`config.mk`:
```
export PLATFORM = sky130hd
export DESIGN_NAME = core_top
export DESIGN_NICKNAME = d
export VERILOG_FILES = /design/src/logic/core_pkg.sv /design/src/logic/fetch_unit.sv /design/src/logic/fetch_queue.sv /design/src/logic/exec_unit.sv /design/src/logic/core_top.sv
export SDC_FILE = /design/constraint.sdc
export NUM_CORES = 2
export LEC_CHECK = 0
export BUFFER_PORTS_ARGS = -buffer_cell sky130_fd_sc_hd__buf_2
export CAP_MARGIN = 20
export CORE_MARGIN = 5
export CORE_UTILIZATION = 65
export CTS_BUF_LIST = sky130_fd_sc_hd__clkbuf_2 sky130_fd_sc_hd__clkbuf_4 sky130_fd_sc_hd__clkbuf_8
export DETAILED_ROUTE_END_ITERATION = 12
export GPL_ROUTABILITY_DRIVEN = 0
export PLACE_DENSITY = 0.85
export RECOVER_POWER = 100
export SKIP_CTS_REPAIR_TIMING = 1
export SYNTH_ARGS = -nofsm -noshare
export SYNTH_HDL_FRONTEND = slang
export SYNTH_SLANG_ARGS = --single-unit
```
`constraint.sdc`:
```
create_clock -name clk -period 12.5 [get_ports clk]
set_input_delay 2.5 -clock clk [delete_from_list [all_inputs] [get_ports clk]]
set_output_delay 2.5 -clock clk [all_outputs]
set_load 0.01 [all_outputs]
```
`src/logic/core_pkg.sv`:
```
package core_pkg;

    // datapath widths
    localparam int XLEN = 64;
    localparam int ILEN = 32;

    // fetch addresses
    localparam logic [31:0] RESET_PC = 32'h0000_002C;  // first fetch after reset
    localparam logic [31:0] ISR_PC   = 32'h0000_0000;  // interrupt handler entry

    // instruction queue geometry
    localparam int QUEUE_DEPTH = 4;
    localparam int QUEUE_PTR_W = $clog2(QUEUE_DEPTH);
    localparam int QUEUE_CNT_W = $clog2(QUEUE_DEPTH + 1);  // holds 0..depth

    // funct3 codes of the kept instructions
    localparam logic [2:0] F3_ADDI = 3'b000;
    localparam logic [2:0] F3_BYTE = 3'b000;  // lb / sb

    // mret is matched on the full word
    localparam logic [ILEN-1:0] MRET_INSN = 32'h3020_0073;

    // major opcodes, bits [6:0]
    typedef enum logic [6:0] {
        OP_LUI    = 7'b0110111,
        OP_IMM    = 7'b0010011,
        OP_LOAD   = 7'b0000011,
        OP_STORE  = 7'b0100011,
        OP_SYSTEM = 7'b1110011
    } opcode_e;

    // execute sequencing
    typedef enum logic [1:0] {
        EX_RUN,       // one instruction per handshake
        EX_BUS_REQ,   // request out, waiting for accept
        EX_BUS_WAIT   // load accepted, waiting for data
    } exec_state_e;

    // one queue entry
    typedef struct packed {
        logic [31:0]     pc;
        logic [ILEN-1:0] instr;
    } fetch_item_t;

    // data bus request
    typedef struct packed {
        logic [XLEN-1:0] addr;
        logic [XLEN-1:0] wdata;  // byte in [7:0], rest zero
        logic            write;
    } bus_req_t;

    // execute to fetch and queue
    typedef struct packed {
        logic        valid;
        logic [31:0] target;
    } redirect_t;

endpackage

```
`src/logic/fetch_unit.sv`:
```
`timescale 1ns/1ps

module fetch_unit (
    input  logic                      clk,
    input  logic                      reset,
    output logic [31:0]               imem_addr,
    input  logic [core_pkg::ILEN-1:0] imem_data,
    output logic                      fetch_valid,
    output core_pkg::fetch_item_t     fetch_item,
    input  logic                      fetch_ready,
    input  core_pkg::redirect_t       redirect
);
    import core_pkg::*;

    logic [31:0] pc;
    logic        push;  // item accepted by the queue

    // memory answers in the same cycle
    assign imem_addr = pc;

    assign fetch_item.pc    = pc;
    assign fetch_item.instr = imem_data;

    // no push on a redirect cycle, the queue flushes anyway
    assign fetch_valid = reset && !redirect.valid;  // first push on the first edge after release
    assign push        = fetch_valid && fetch_ready;

    // pc: redirect first, else step on accept
    always_ff @(posedge clk or negedge reset) begin
        if (!reset) begin
            pc <= RESET_PC;
        end else if (redirect.valid) begin
            pc <= redirect.target;  // resume at target next cycle
        end else if (push) begin
            pc <= pc + 32'd4;
        end
    end

endmodule

```
`src/logic/fetch_queue.sv`:
```
`timescale 1ns/1ps

module fetch_queue (
    input  logic                  clk,
    input  logic                  reset,
    input  logic                  push_valid,
    input  core_pkg::fetch_item_t push_item,
    output logic                  push_ready,
    output logic                  pop_valid,
    output core_pkg::fetch_item_t pop_item,
    input  logic                  pop_ready,
    input  logic                  flush
);
    import core_pkg::*;

    fetch_item_t            mem [QUEUE_DEPTH];  // entry storage
    logic [QUEUE_PTR_W-1:0] wr_ptr;
    logic [QUEUE_PTR_W-1:0] rd_ptr;
    logic [QUEUE_CNT_W-1:0] count;
    logic                   do_push;
    logic                   do_pop;

    assign push_ready = (count != QUEUE_CNT_W'(QUEUE_DEPTH));  // not full
    assign pop_valid  = (count != '0);
    assign pop_item   = mem[rd_ptr];

    // flush wins over both sides
    assign do_push = push_valid && push_ready && !flush;
    assign do_pop  = pop_valid && pop_ready && !flush;

    always_ff @(posedge clk) begin
        if (do_push) begin
            mem[wr_ptr] <= push_item;
        end
    end

    always_ff @(posedge clk or negedge reset) begin
        if (!reset) begin
            wr_ptr <= '0;
            rd_ptr <= '0;
            count  <= '0;
        end else if (flush) begin
            // drop wrong-path entries
            wr_ptr <= '0;
            rd_ptr <= '0;
            count  <= '0;
        end else begin
            if (do_push) begin
                wr_ptr <= (wr_ptr == QUEUE_PTR_W'(QUEUE_DEPTH - 1)) ? '0 : wr_ptr + 1'b1;
            end
            if (do_pop) begin
                rd_ptr <= (rd_ptr == QUEUE_PTR_W'(QUEUE_DEPTH - 1)) ? '0 : rd_ptr + 1'b1;
            end
            case ({do_push, do_pop})
                2'b10:   count <= count + 1'b1;
                2'b01:   count <= count - 1'b1;
                default: count <= count;  // idle or pass-through
            endcase
        end
    end

    // never pushed when full so the count stays in range and a full queue has met pointers
    a_no_push_full: assert property (@(posedge clk) disable iff (!reset)
        count <= QUEUE_CNT_W'(QUEUE_DEPTH)
        && (count != QUEUE_CNT_W'(QUEUE_DEPTH) || wr_ptr == rd_ptr));

endmodule

```
`src/logic/exec_unit.sv`:
```
`timescale 1ns/1ps

module exec_unit (
    input  logic                      clk,
    input  logic                      reset,
    input  logic                      inst_valid,
    input  core_pkg::fetch_item_t     inst_item,
    output logic                      inst_ready,
    output core_pkg::redirect_t       redirect,
    output logic                      bus_req_valid,
    output core_pkg::bus_req_t        bus_req,
    input  logic                      bus_req_ready,
    input  logic                      bus_rsp_valid,
    input  logic [core_pkg::XLEN-1:0] bus_rsp_data,
    input  logic                      irq,
    output logic                      irq_ack
);
    import core_pkg::*;

    logic [XLEN-1:0] regs [32];  // x0 slot never written
    exec_state_e     state;
    opcode_e         op;
    logic [ILEN-1:0] instr;
    logic [2:0]      funct3;
    logic [4:0]      rd;
    logic [4:0]      rs1;
    logic [4:0]      rs2;
    logic [XLEN-1:0] rs1_val;
    logic [XLEN-1:0] rs2_val;
    logic [XLEN-1:0] imm_i;
    logic [XLEN-1:0] imm_s;
    logic [XLEN-1:0] imm_u;
    logic            take_irq;
    logic            fire;      // instruction popped and executed
    logic            is_load;
    logic            is_store;
    logic            is_mret;
    logic            mem_op;
    logic            irq_en;
    logic [31:0]     mepc;      // return pc
    logic [4:0]      load_rd;
    bus_req_t        req_q;
    logic            wr_en;
    logic [4:0]      wr_addr;
    logic [XLEN-1:0] wr_data;

    // field split
    assign instr  = inst_item.instr;
    assign op     = opcode_e'(instr[6:0]);
    assign funct3 = instr[14:12];
    assign rd     = instr[11:7];
    assign rs1    = instr[19:15];
    assign rs2    = instr[24:20];

    // immediates, all sign-extended to xlen
    assign imm_i = {{(XLEN-12){instr[31]}}, instr[31:20]};
    assign imm_s = {{(XLEN-12){instr[31]}}, instr[31:25], instr[11:7]};
    assign imm_u = {{(XLEN-32){instr[31]}}, instr[31:12], 12'b0};

    // x0 reads as zero
    assign rs1_val = (rs1 == 5'd0) ? '0 : regs[rs1];
    assign rs2_val = (rs2 == 5'd0) ? '0 : regs[rs2];

    // irq only at a boundary with an instruction waiting
    assign take_irq   = (state == EX_RUN) && irq_en && irq && inst_valid;
    assign inst_ready = (state == EX_RUN) && inst_valid && !take_irq;
    assign fire       = inst_ready;  // ready already implies valid

    assign is_load  = (op == OP_LOAD) && (funct3 == F3_BYTE);
    assign is_store = (op == OP_STORE) && (funct3 == F3_BYTE);
    assign is_mret  = fire && (op == OP_SYSTEM) && (instr == MRET_INSN);
    assign mem_op   = fire && (is_load || is_store);

    assign irq_ack         = take_irq;
    assign redirect.valid  = take_irq || is_mret;
    assign redirect.target = take_irq ? ISR_PC : mepc;

    assign bus_req_valid = (state == EX_BUS_REQ);
    assign bus_req       = req_q;

    // single register write port
    always_comb begin
        wr_en   = 1'b0;
        wr_addr = rd;
        wr_data = '0;
        if (state == EX_BUS_WAIT) begin
            wr_en   = bus_rsp_valid;  // lb result
            wr_addr = load_rd;
            wr_data = {{(XLEN-8){bus_rsp_data[7]}}, bus_rsp_data[7:0]};
        end else if (fire) begin
            case (op)
                OP_LUI: begin
                    wr_en   = 1'b1;
                    wr_data = imm_u;
                end
                OP_IMM: begin
                    wr_en   = (funct3 == F3_ADDI);  // other alu ops retire as no-op
                    wr_data = rs1_val + imm_i;
                end
                default: wr_en = 1'b0;
            endcase
        end
    end

    always_ff @(posedge clk) begin
        if (wr_en && wr_addr != 5'd0) begin
            regs[wr_addr] <= wr_data;
        end
    end

    // latch the bus request on pop
    always_ff @(posedge clk) begin
        if (mem_op) begin
            req_q.addr  <= rs1_val + (is_store ? imm_s : imm_i);
            req_q.wdata <= {{(XLEN-8){1'b0}}, rs2_val[7:0]};
            req_q.write <= is_store;
            load_rd     <= rd;
        end
    end

    // interrupt state
    always_ff @(posedge clk or negedge reset) begin
        if (!reset) begin
            irq_en <= 1'b1;
            mepc   <= RESET_PC;
        end else if (take_irq) begin
            irq_en <= 1'b0;
            mepc   <= inst_item.pc;  // head is replayed after mret
        end else if (is_mret) begin
            irq_en <= 1'b1;
        end
    end

    // bus sequencing
    always_ff @(posedge clk or negedge reset) begin
        if (!reset) begin
            state <= EX_RUN;
        end else begin
            case (state)
                EX_RUN: begin
                    if (mem_op) begin
                        state <= EX_BUS_REQ;  // request goes out next cycle
                    end
                end
                EX_BUS_REQ: begin
                    if (bus_req_ready) begin
                        state <= req_q.write ? EX_RUN : EX_BUS_WAIT;  // sb done on accept
                    end
                end
                EX_BUS_WAIT: begin
                    if (bus_rsp_valid) begin
                        state <= EX_RUN;
                    end
                end
                default: state <= EX_RUN;
            endcase
        end
    end

    // request held until the slave takes it
    a_req_stable: assert property (@(posedge clk) disable iff (!reset)
        bus_req_valid && !bus_req_ready |=> bus_req_valid && $stable(bus_req));

    // single-cycle redirects and acks only between bus accesses
    a_redir_run: assert property (@(posedge clk) disable iff (!reset)
        (redirect.valid || irq_ack) |-> (state == EX_RUN) ##1 (!redirect.valid && !irq_ack));

endmodule

```
`src/logic/core_top.sv`:
```
`timescale 1ns/1ps

module core_top (
    input  logic                      clk,
    input  logic                      reset,
    output logic [31:0]               imem_addr,
    input  logic [core_pkg::ILEN-1:0] imem_data,
    output logic                      bus_req_valid,
    output core_pkg::bus_req_t        bus_req,
    input  logic                      bus_req_ready,
    input  logic                      bus_rsp_valid,
    input  logic [core_pkg::XLEN-1:0] bus_rsp_data,
    input  logic                      irq,
    output logic                      irq_ack
);
    import core_pkg::*;

    logic        fetch_valid;   // fetch -> queue
    logic        fetch_ready;
    fetch_item_t fetch_item;
    logic        inst_valid;    // queue -> execute
    logic        inst_ready;
    fetch_item_t inst_item;
    redirect_t   redirect;      // to fetch pc and queue flush

    fetch_unit i_fetch (
        .clk         (clk),
        .reset       (reset),
        .imem_addr   (imem_addr),
        .imem_data   (imem_data),
        .fetch_valid (fetch_valid),
        .fetch_item  (fetch_item),
        .fetch_ready (fetch_ready),
        .redirect    (redirect)
    );

    fetch_queue i_queue (
        .clk        (clk),
        .reset      (reset),
        .push_valid (fetch_valid),
        .push_item  (fetch_item),
        .push_ready (fetch_ready),
        .pop_valid  (inst_valid),
        .pop_item   (inst_item),
        .pop_ready  (inst_ready),
        .flush      (redirect.valid)  // wrong-path entries dropped
    );

    exec_unit i_exec (
        .clk           (clk),
        .reset         (reset),
        .inst_valid    (inst_valid),
        .inst_item     (inst_item),
        .inst_ready    (inst_ready),
        .redirect      (redirect),
        .bus_req_valid (bus_req_valid),
        .bus_req       (bus_req),
        .bus_req_ready (bus_req_ready),
        .bus_rsp_valid (bus_rsp_valid),
        .bus_rsp_data  (bus_rsp_data),
        .irq           (irq),
        .irq_ack       (irq_ack)
    );

endmodule

```
=== Word-level counts from Yosys, hierarchy flattened ===
Memory sizes are Yosys's and may differ from the RTL's. A register that Yosys moved wholly into a read port is not among the register bits.
Index checks and enable logic that the tools add are counted.

* Add/subtract/negate cells: 7
* Equal/unequal tests: 16
* Muxes and demuxes: 31
* Reductions and logical operators: 32

{| class="wikitable"
|+ Operators by type and width
! cell !! number
|-
| 64-bit 2-to-1 mux || 3
|-
| 64-bit adder || 2
|-
| 64-bit case mux with 2 select lines || 1
|-
| 32-bit 2-to-1 mux || 3
|-
| 32-bit by 3-bit adder with 32-bit output (second input constant) || 1
|-
| 32-bit by 30-bit == test with 1-bit output (second input constant) || 1
|-
| 2-bit 2-to-1 mux || 10
|-
| 1-bit logical AND || 16
|-
| 7-bit by 6-bit == test with 1-bit output (second input constant) || 2
|-
| 5-bit logical NOT || 2
|-
| 5-bit 2-to-1 mux || 2
|-
| 2-bit == test (second input constant) || 4
|-
| 1-bit 2-to-1 mux || 8
|-
| 2-bit nonzero test || 4
|-
| 7-bit by 2-bit == test with 1-bit output (second input constant) || 1
|-
| 7-bit by 5-bit == test with 1-bit output (second input constant) || 1
|-
| 7-bit == test (second input constant) || 1
|-
| 2-bit case mux with 3 select lines || 1
|-
| 3-bit case mux with 2 select lines || 1
|-
| 3-bit nonzero test || 2
|-
| 5-bit nonzero test || 1
|-
| 2-bit by 1-bit adder with 2-bit output (second input constant) || 2
|-
| 2-bit by 1-bit == test with 1-bit output (second input constant) || 2
|-
| 2-bit by 1-bit inequality test with 1-bit output (second input constant) || 2
|-
| 11 further kinds || 13
|}

* Register bits after elaboration: 144
* Memory bits (writable): 2304
* Input bits: 101
* Output and inout port bits: 163
* Word-level logic and storage cells: 98
* Memories kept: 2

{| class="wikitable"
|+ Memory list
! memory !! words !! width !! rd ports !! clocked after Yosys merged registers in !! write ports !! line !! text
|-
| i_exec.regs || 32 || 64 || 2 || 1 || 1 || exec_unit.sv:20 || <nowiki>logic [XLEN-1:0] regs [32];</nowiki>
|-
| i_queue.mem || 4 || 64 || 1 || 0 || 1 || fetch_queue.sv:16 || <nowiki>fetch_item_t mem [QUEUE_DEPTH];</nowiki>
|}

=== Logic depth before layout (Yosys ltp) ===
* Word-level depth: 16
* Depth in mapped cells: 28
* Gate-level depth less buffers: 20

=== Cells and area by module ===
From an unflattened synthesis, not the netlist that was laid out.

* Cell total of the unflattened synthesis: 5235
* Area total of the unflattened synthesis: 103035.1 sq um

{| class="wikitable"
|+ Modules (own cells, without submodules)
! module !! times used !! cells each !! area each (sq um) !! seq. area each (sq um)
|-
| exec_unit || 1 || 4556 || 90855.9 || 64722.1
|-
| fetch_queue || 1 || 402 || 9841.9 || 7862.5
|-
| fetch_unit || 1 || 277 || 2337.2 || 804.5
|}

=== Least setup slack after synthesis ===
OpenSTA, ideal clock, no wires.

* Kind: in2reg
* Start point: input irq
* End point: register i_exec.req_q, in the netlist i_exec.bus_req[0], enable pin
* Setup time: 710 ps
* Arrival time: 10260 ps
* Required time: 11790 ps
* Setup slack: 1531 ps
* Stages: 3
* Buffers on the path: 0
* Path through: nand2_1 > nand2b_1 > nor4_1

* Cells in the longest elaborated chain, start to end: 5

{| class="wikitable"
|+ Ends and longest elaborated chain
! item !! line !! text
|-
| start, declared || core_top.sv:13 || <nowiki>input logic irq,</nowiki>
|-
| 1-bit logical AND (2 in a row) || exec_unit.sv:65 || <nowiki>assign take_irq = (state == EX_RUN) && irq_en && irq && inst_valid;</nowiki>
|-
| 1-bit logical NOT || exec_unit.sv:66 || <nowiki>assign inst_ready = (state == EX_RUN) && inst_valid && !take_irq;</nowiki>
|-
| 1-bit logical AND || exec_unit.sv:66 ||
|-
| 1-bit logical AND || exec_unit.sv:72 || <nowiki>assign mem_op = fire && (is_load || is_store);</nowiki>
|-
| named net i_exec.mem_op || exec_unit.sv:38 || <nowiki>logic mem_op;</nowiki>
|-
| end, declared || exec_unit.sv:42 || <nowiki>bus_req_t req_q;</nowiki>
|}

The timed path passes the listed nets, and every way through them passes these cells.
A chain may end at the register's enable or synchronous reset.

=== Worst setup path in the final report ===
* Start point: register i_queue.rd_ptr[1]
* End point: memory i_exec.regs[9][35], enable pin

* Cells in the longest elaborated chain, start to end: 8
* Elaborated cells between the ends (all ways): 12
* Classes of those cells: eq/ne (2); mux (6); reduce/logical (3); memory (1)

{| class="wikitable"
|+ Ends and longest elaborated chain
! item !! line !! text
|-
| start, declared || fetch_queue.sv:18 || <nowiki>logic [QUEUE_PTR_W-1:0] rd_ptr;</nowiki>
|-
| start signal, assigned || fetch_queue.sv:52 || <nowiki>rd_ptr <= (rd_ptr == QUEUE_PTR_W'(QUEUE_DEPTH - 1)) ? '0 : rd_ptr + 1'b1;</nowiki>
|-
| memory 4 x 64 bit (*) || -- ||
|-
| 7-bit by 5-bit == test with 1-bit output (tied with other cells) || exec_unit.sv:91 || <nowiki>case (op)</nowiki>
|-
| 1-bit case mux with 2 select lines || exec_unit.sv:91 ||
|-
| 1-bit 2-to-1 mux || exec_unit.sv:90 || <nowiki>end else if (fire) begin</nowiki>
|-
| 1-bit 2-to-1 mux || exec_unit.sv:86 || <nowiki>if (state == EX_BUS_WAIT) begin</nowiki>
|-
| 1-bit logical AND || exec_unit.sv:106 || <nowiki>if (wr_en && wr_addr != 5'd0) begin</nowiki>
|-
| 1-bit 2-to-1 mux || exec_unit.sv:106 ||
|-
| 1-bit 2-to-1 mux (implied by the code) || exec_unit.sv:107 || <nowiki>regs[wr_addr] <= wr_data;</nowiki>
|-
| end, declared || exec_unit.sv:20 ||
|}

Every way passes the cells marked *; elsewhere a longest branch is shown, timed or not.

==> out/qor.txt <==
Synth async-reset ratio: 3.01%
HP Start: i_exec.mepc[9]
routed len/inst: 32.0 µm
sum of buffers and inverters on the critical path: 3
Vias: 60704
CTS Buf Count: 382
Core ar.: 158000 µm²
WHS Endpoint: i_fetch.imem_addr[9]
layout cell share with drive strength beyond 1: 20.8%
CTS Buffer Depth: 4
fin crit period: 10650 ps
mux cell area share after synthesis: 14.7%
number of global-route vias before repair: 61096
cell row count: 146
TNS Setup: 0 ps
crit-path max FO: 50
first-pass GRT wire length: 399000 µm
area share of the largest cell type after synthesis: 69.6%
status: finished with violations
area grow syn2layout: 10.0%
relative max-transition margin: -199%
simple-gate share of the synthesized area: 5.32%
post-synthesis xor/xnor area fraction: 1.24%
port buffer count: 151
failing checks: capacitance limit, slew limit
r2r startpoint: i_queue.rd_ptr[1]
Primary FF master, synth: edfxtp_1
Seq/Total Area, Yosys: 71.4%
main area contributors after synthesis: edfxtp_1 (70%), mux4_2 (13%), nand2_1 (2.5%)
drc violations: 0
GRT overflow: 0
H-tree level count: 5
slowest CP cell: clkbuf_1
clk root buf: clkbuf_8
die height: 408 µm
Syn Area/Cell: 17.6 µm²
adder-cell share of the synthesized area: 0.906%
largest net degree at the start of global routing: 140
DR pass1 iterations: 13
DR iter-0 viols: 10206
Clock Skew: 110 ps
Req. time, crit path: 13160 ps
final net count: 6451
CTS sink count: 2456
Mapped Cells: 5857
Ports: 264
R2R cell count: 12
worst hold path type: reg -> reg
YS warnings: 0
most common cell in the synthesized netlist: edfxtp_1
RSZ-0062 raised after global routing: false
Cell Chain, Critical Path: clkbuf_1, mux4_2, nor2_1, nand2_1, a211o_1, nor4_1, a211oi_1, nor2_1, nand2_1, nor2_4, clkbuf_1, buf_4
slew of the pin with the lowest slew margin: 4480 ps
CP peak stage delay: 2960 ps
worst r2r dst: i_exec.regs[9][35]
starting density of the core: 65.1%
Reg2Reg Setup Slack: 1850 ps
dpl cells: 7940
Final Setup Violations: 0
clk_lat worst skew: 1120 ps
antenna violations before repair: 15
post-synth top area cell: edfxtp_1
vias per inst: 7.03
hold-critical path depth: 1
Commonest cells post-synth: edfxtp_1 (2382), nand2_1 (683), mux4_2 (597)
CP top delay family: buffers and inverters
endpoint class of the critical path: flip-flop
DIE AREA: 166000 µm²
hpwl dp: 155000 µm
fin. max-slew vios: 1286
Distinct cells, synth: 85
startpoint types: flip-flop
Total GRT Usage: 32.9%
Synth Cell Area: 103000 µm²
Tcrit/Tclk final: 85.2%
fin cells: 8635
TritonCTS clock tree: yes
Final Hold Viols: 0
number of enable flip-flop cells after synthesis: 2382
clock transition at the registers of the reported paths: 70 ps
main combinational cell family by area after synthesis: multiplexers
Arrival @ worst endpoint: 11310 ps
post-route ant nets: 0
f_max: 93.9 MHz
Max-Cap Viols: 36
Compound-Gate Fraction of Synth Area: 4.51%
WL final: 276000 µm
Die X: 408 µm
flops & latches, synth: 2456
Setup CP Type: reg -> reg
[through the flow]
stage	hold slack (ps)	utilization (%)	setup WS, ps	cell area, µm²
2_1_floorplan	446	-	1530	103000
3_3_place_gp	463	67.4	3910	106000
3_5_place_dp	490	67.5	3690	106000
4_1_cts	509	72.1	3640	114000
5_1_grt	521	71.7	1720	113000
6_report	509	71.7	1850	113000
[flip-flops by register name, summed over array words and instances, names as in the netlist]
name               cells
i_exec.irq_en          1
i_queue.wr_ptr         2
i_fetch.imem_addr     32
i_queue.mem          256
i_queue.count          3
i_queue.rd_ptr         2
i_exec.state           2
i_exec.mepc           32
i_exec.load_rd         5
i_exec.regs         2048
i_exec.bus_req        73
[cells in the final DEF (no fill, tap or decap), types with 53 or more instances in the layout]
master / count
xnor2_1: 100
o21ai_0: 187
a21oi_1: 215
clkbuf_1: 229
edfxtp_1: 2382
conb_1: 120
clkinv_1: 79
buf_4: 64
nor2_1: 151
dfrtp_1: 66
mux4_2: 591
nand2_1: 683
nand3_1: 156
ha_1: 72
inv_1: 53
and3_1: 81
a32o_1: 61
clkbuf_8: 397
mux2i_1: 105
a31oi_1: 72
clkbuf_4: 119
[area by class of cell]
cell class / instances / area (µm²)
sequential: 2456 / 73400
fill: 8870 / 44700
multi-input combinational: 3063 / 28000
clock buffer: 516 / 6360
tap: 2072 / 2590
timing repair buffer: 321 / 1680
clock inverter: 141 / 873
inverter: 53 / 199
antenna: 13 / 32.5
[layer usage]
metal / global-route usage (%) / up-vias / part of all wire (%)
met2: 50.3 / 5413 / 47
met5: 0 / - / 0.014
li1: - / 24133 / -
met1: 43.2 / 30026 / 32
met3: 10.6 / 1130 / 15
met4: 17.2 / 2 / 6.0
[worst max-delay path by stage]
| stage | startpoint | to | slack [ps] | cells after the start |
|---|---|---|---|---|
| final | i_queue.rd_ptr[1] | i_exec.regs[9][35] | 1850 | 12 |
| after global routing | i_queue.rd_ptr[1] | i_exec.regs[26][26] | 1720 | 14 |
| after CTS | i_queue.rd_ptr[0] | i_exec.regs[15][57] | 3640 | 18 |
| after detailed placement | i_queue.rd_ptr[0] | i_exec.regs[31][57] | 3690 | 18 |
| after global placement | i_queue.rd_ptr[0] | i_exec.regs[30][60] | 3910 | 22 |
| after floorplan | irq | i_exec.bus_req[0] | 1530 | 3 |
[kinds of logic (layout without fill, tap and decap cells)]
family / count (synthesis) / after routing
flops: 2456 / 2456
mux: 751 / 751
buf+inv: 457 / 1031
compound gates: 729 / 729
xor+xnor: 145 / 145
simple gates: 1244 / 1244
other cells: 1 / 133
fa+ha+maj: 74 / 74
Power is not shown: default switching activity piles up to over one toggle a cycle in this logic, so the estimate is an artifact.
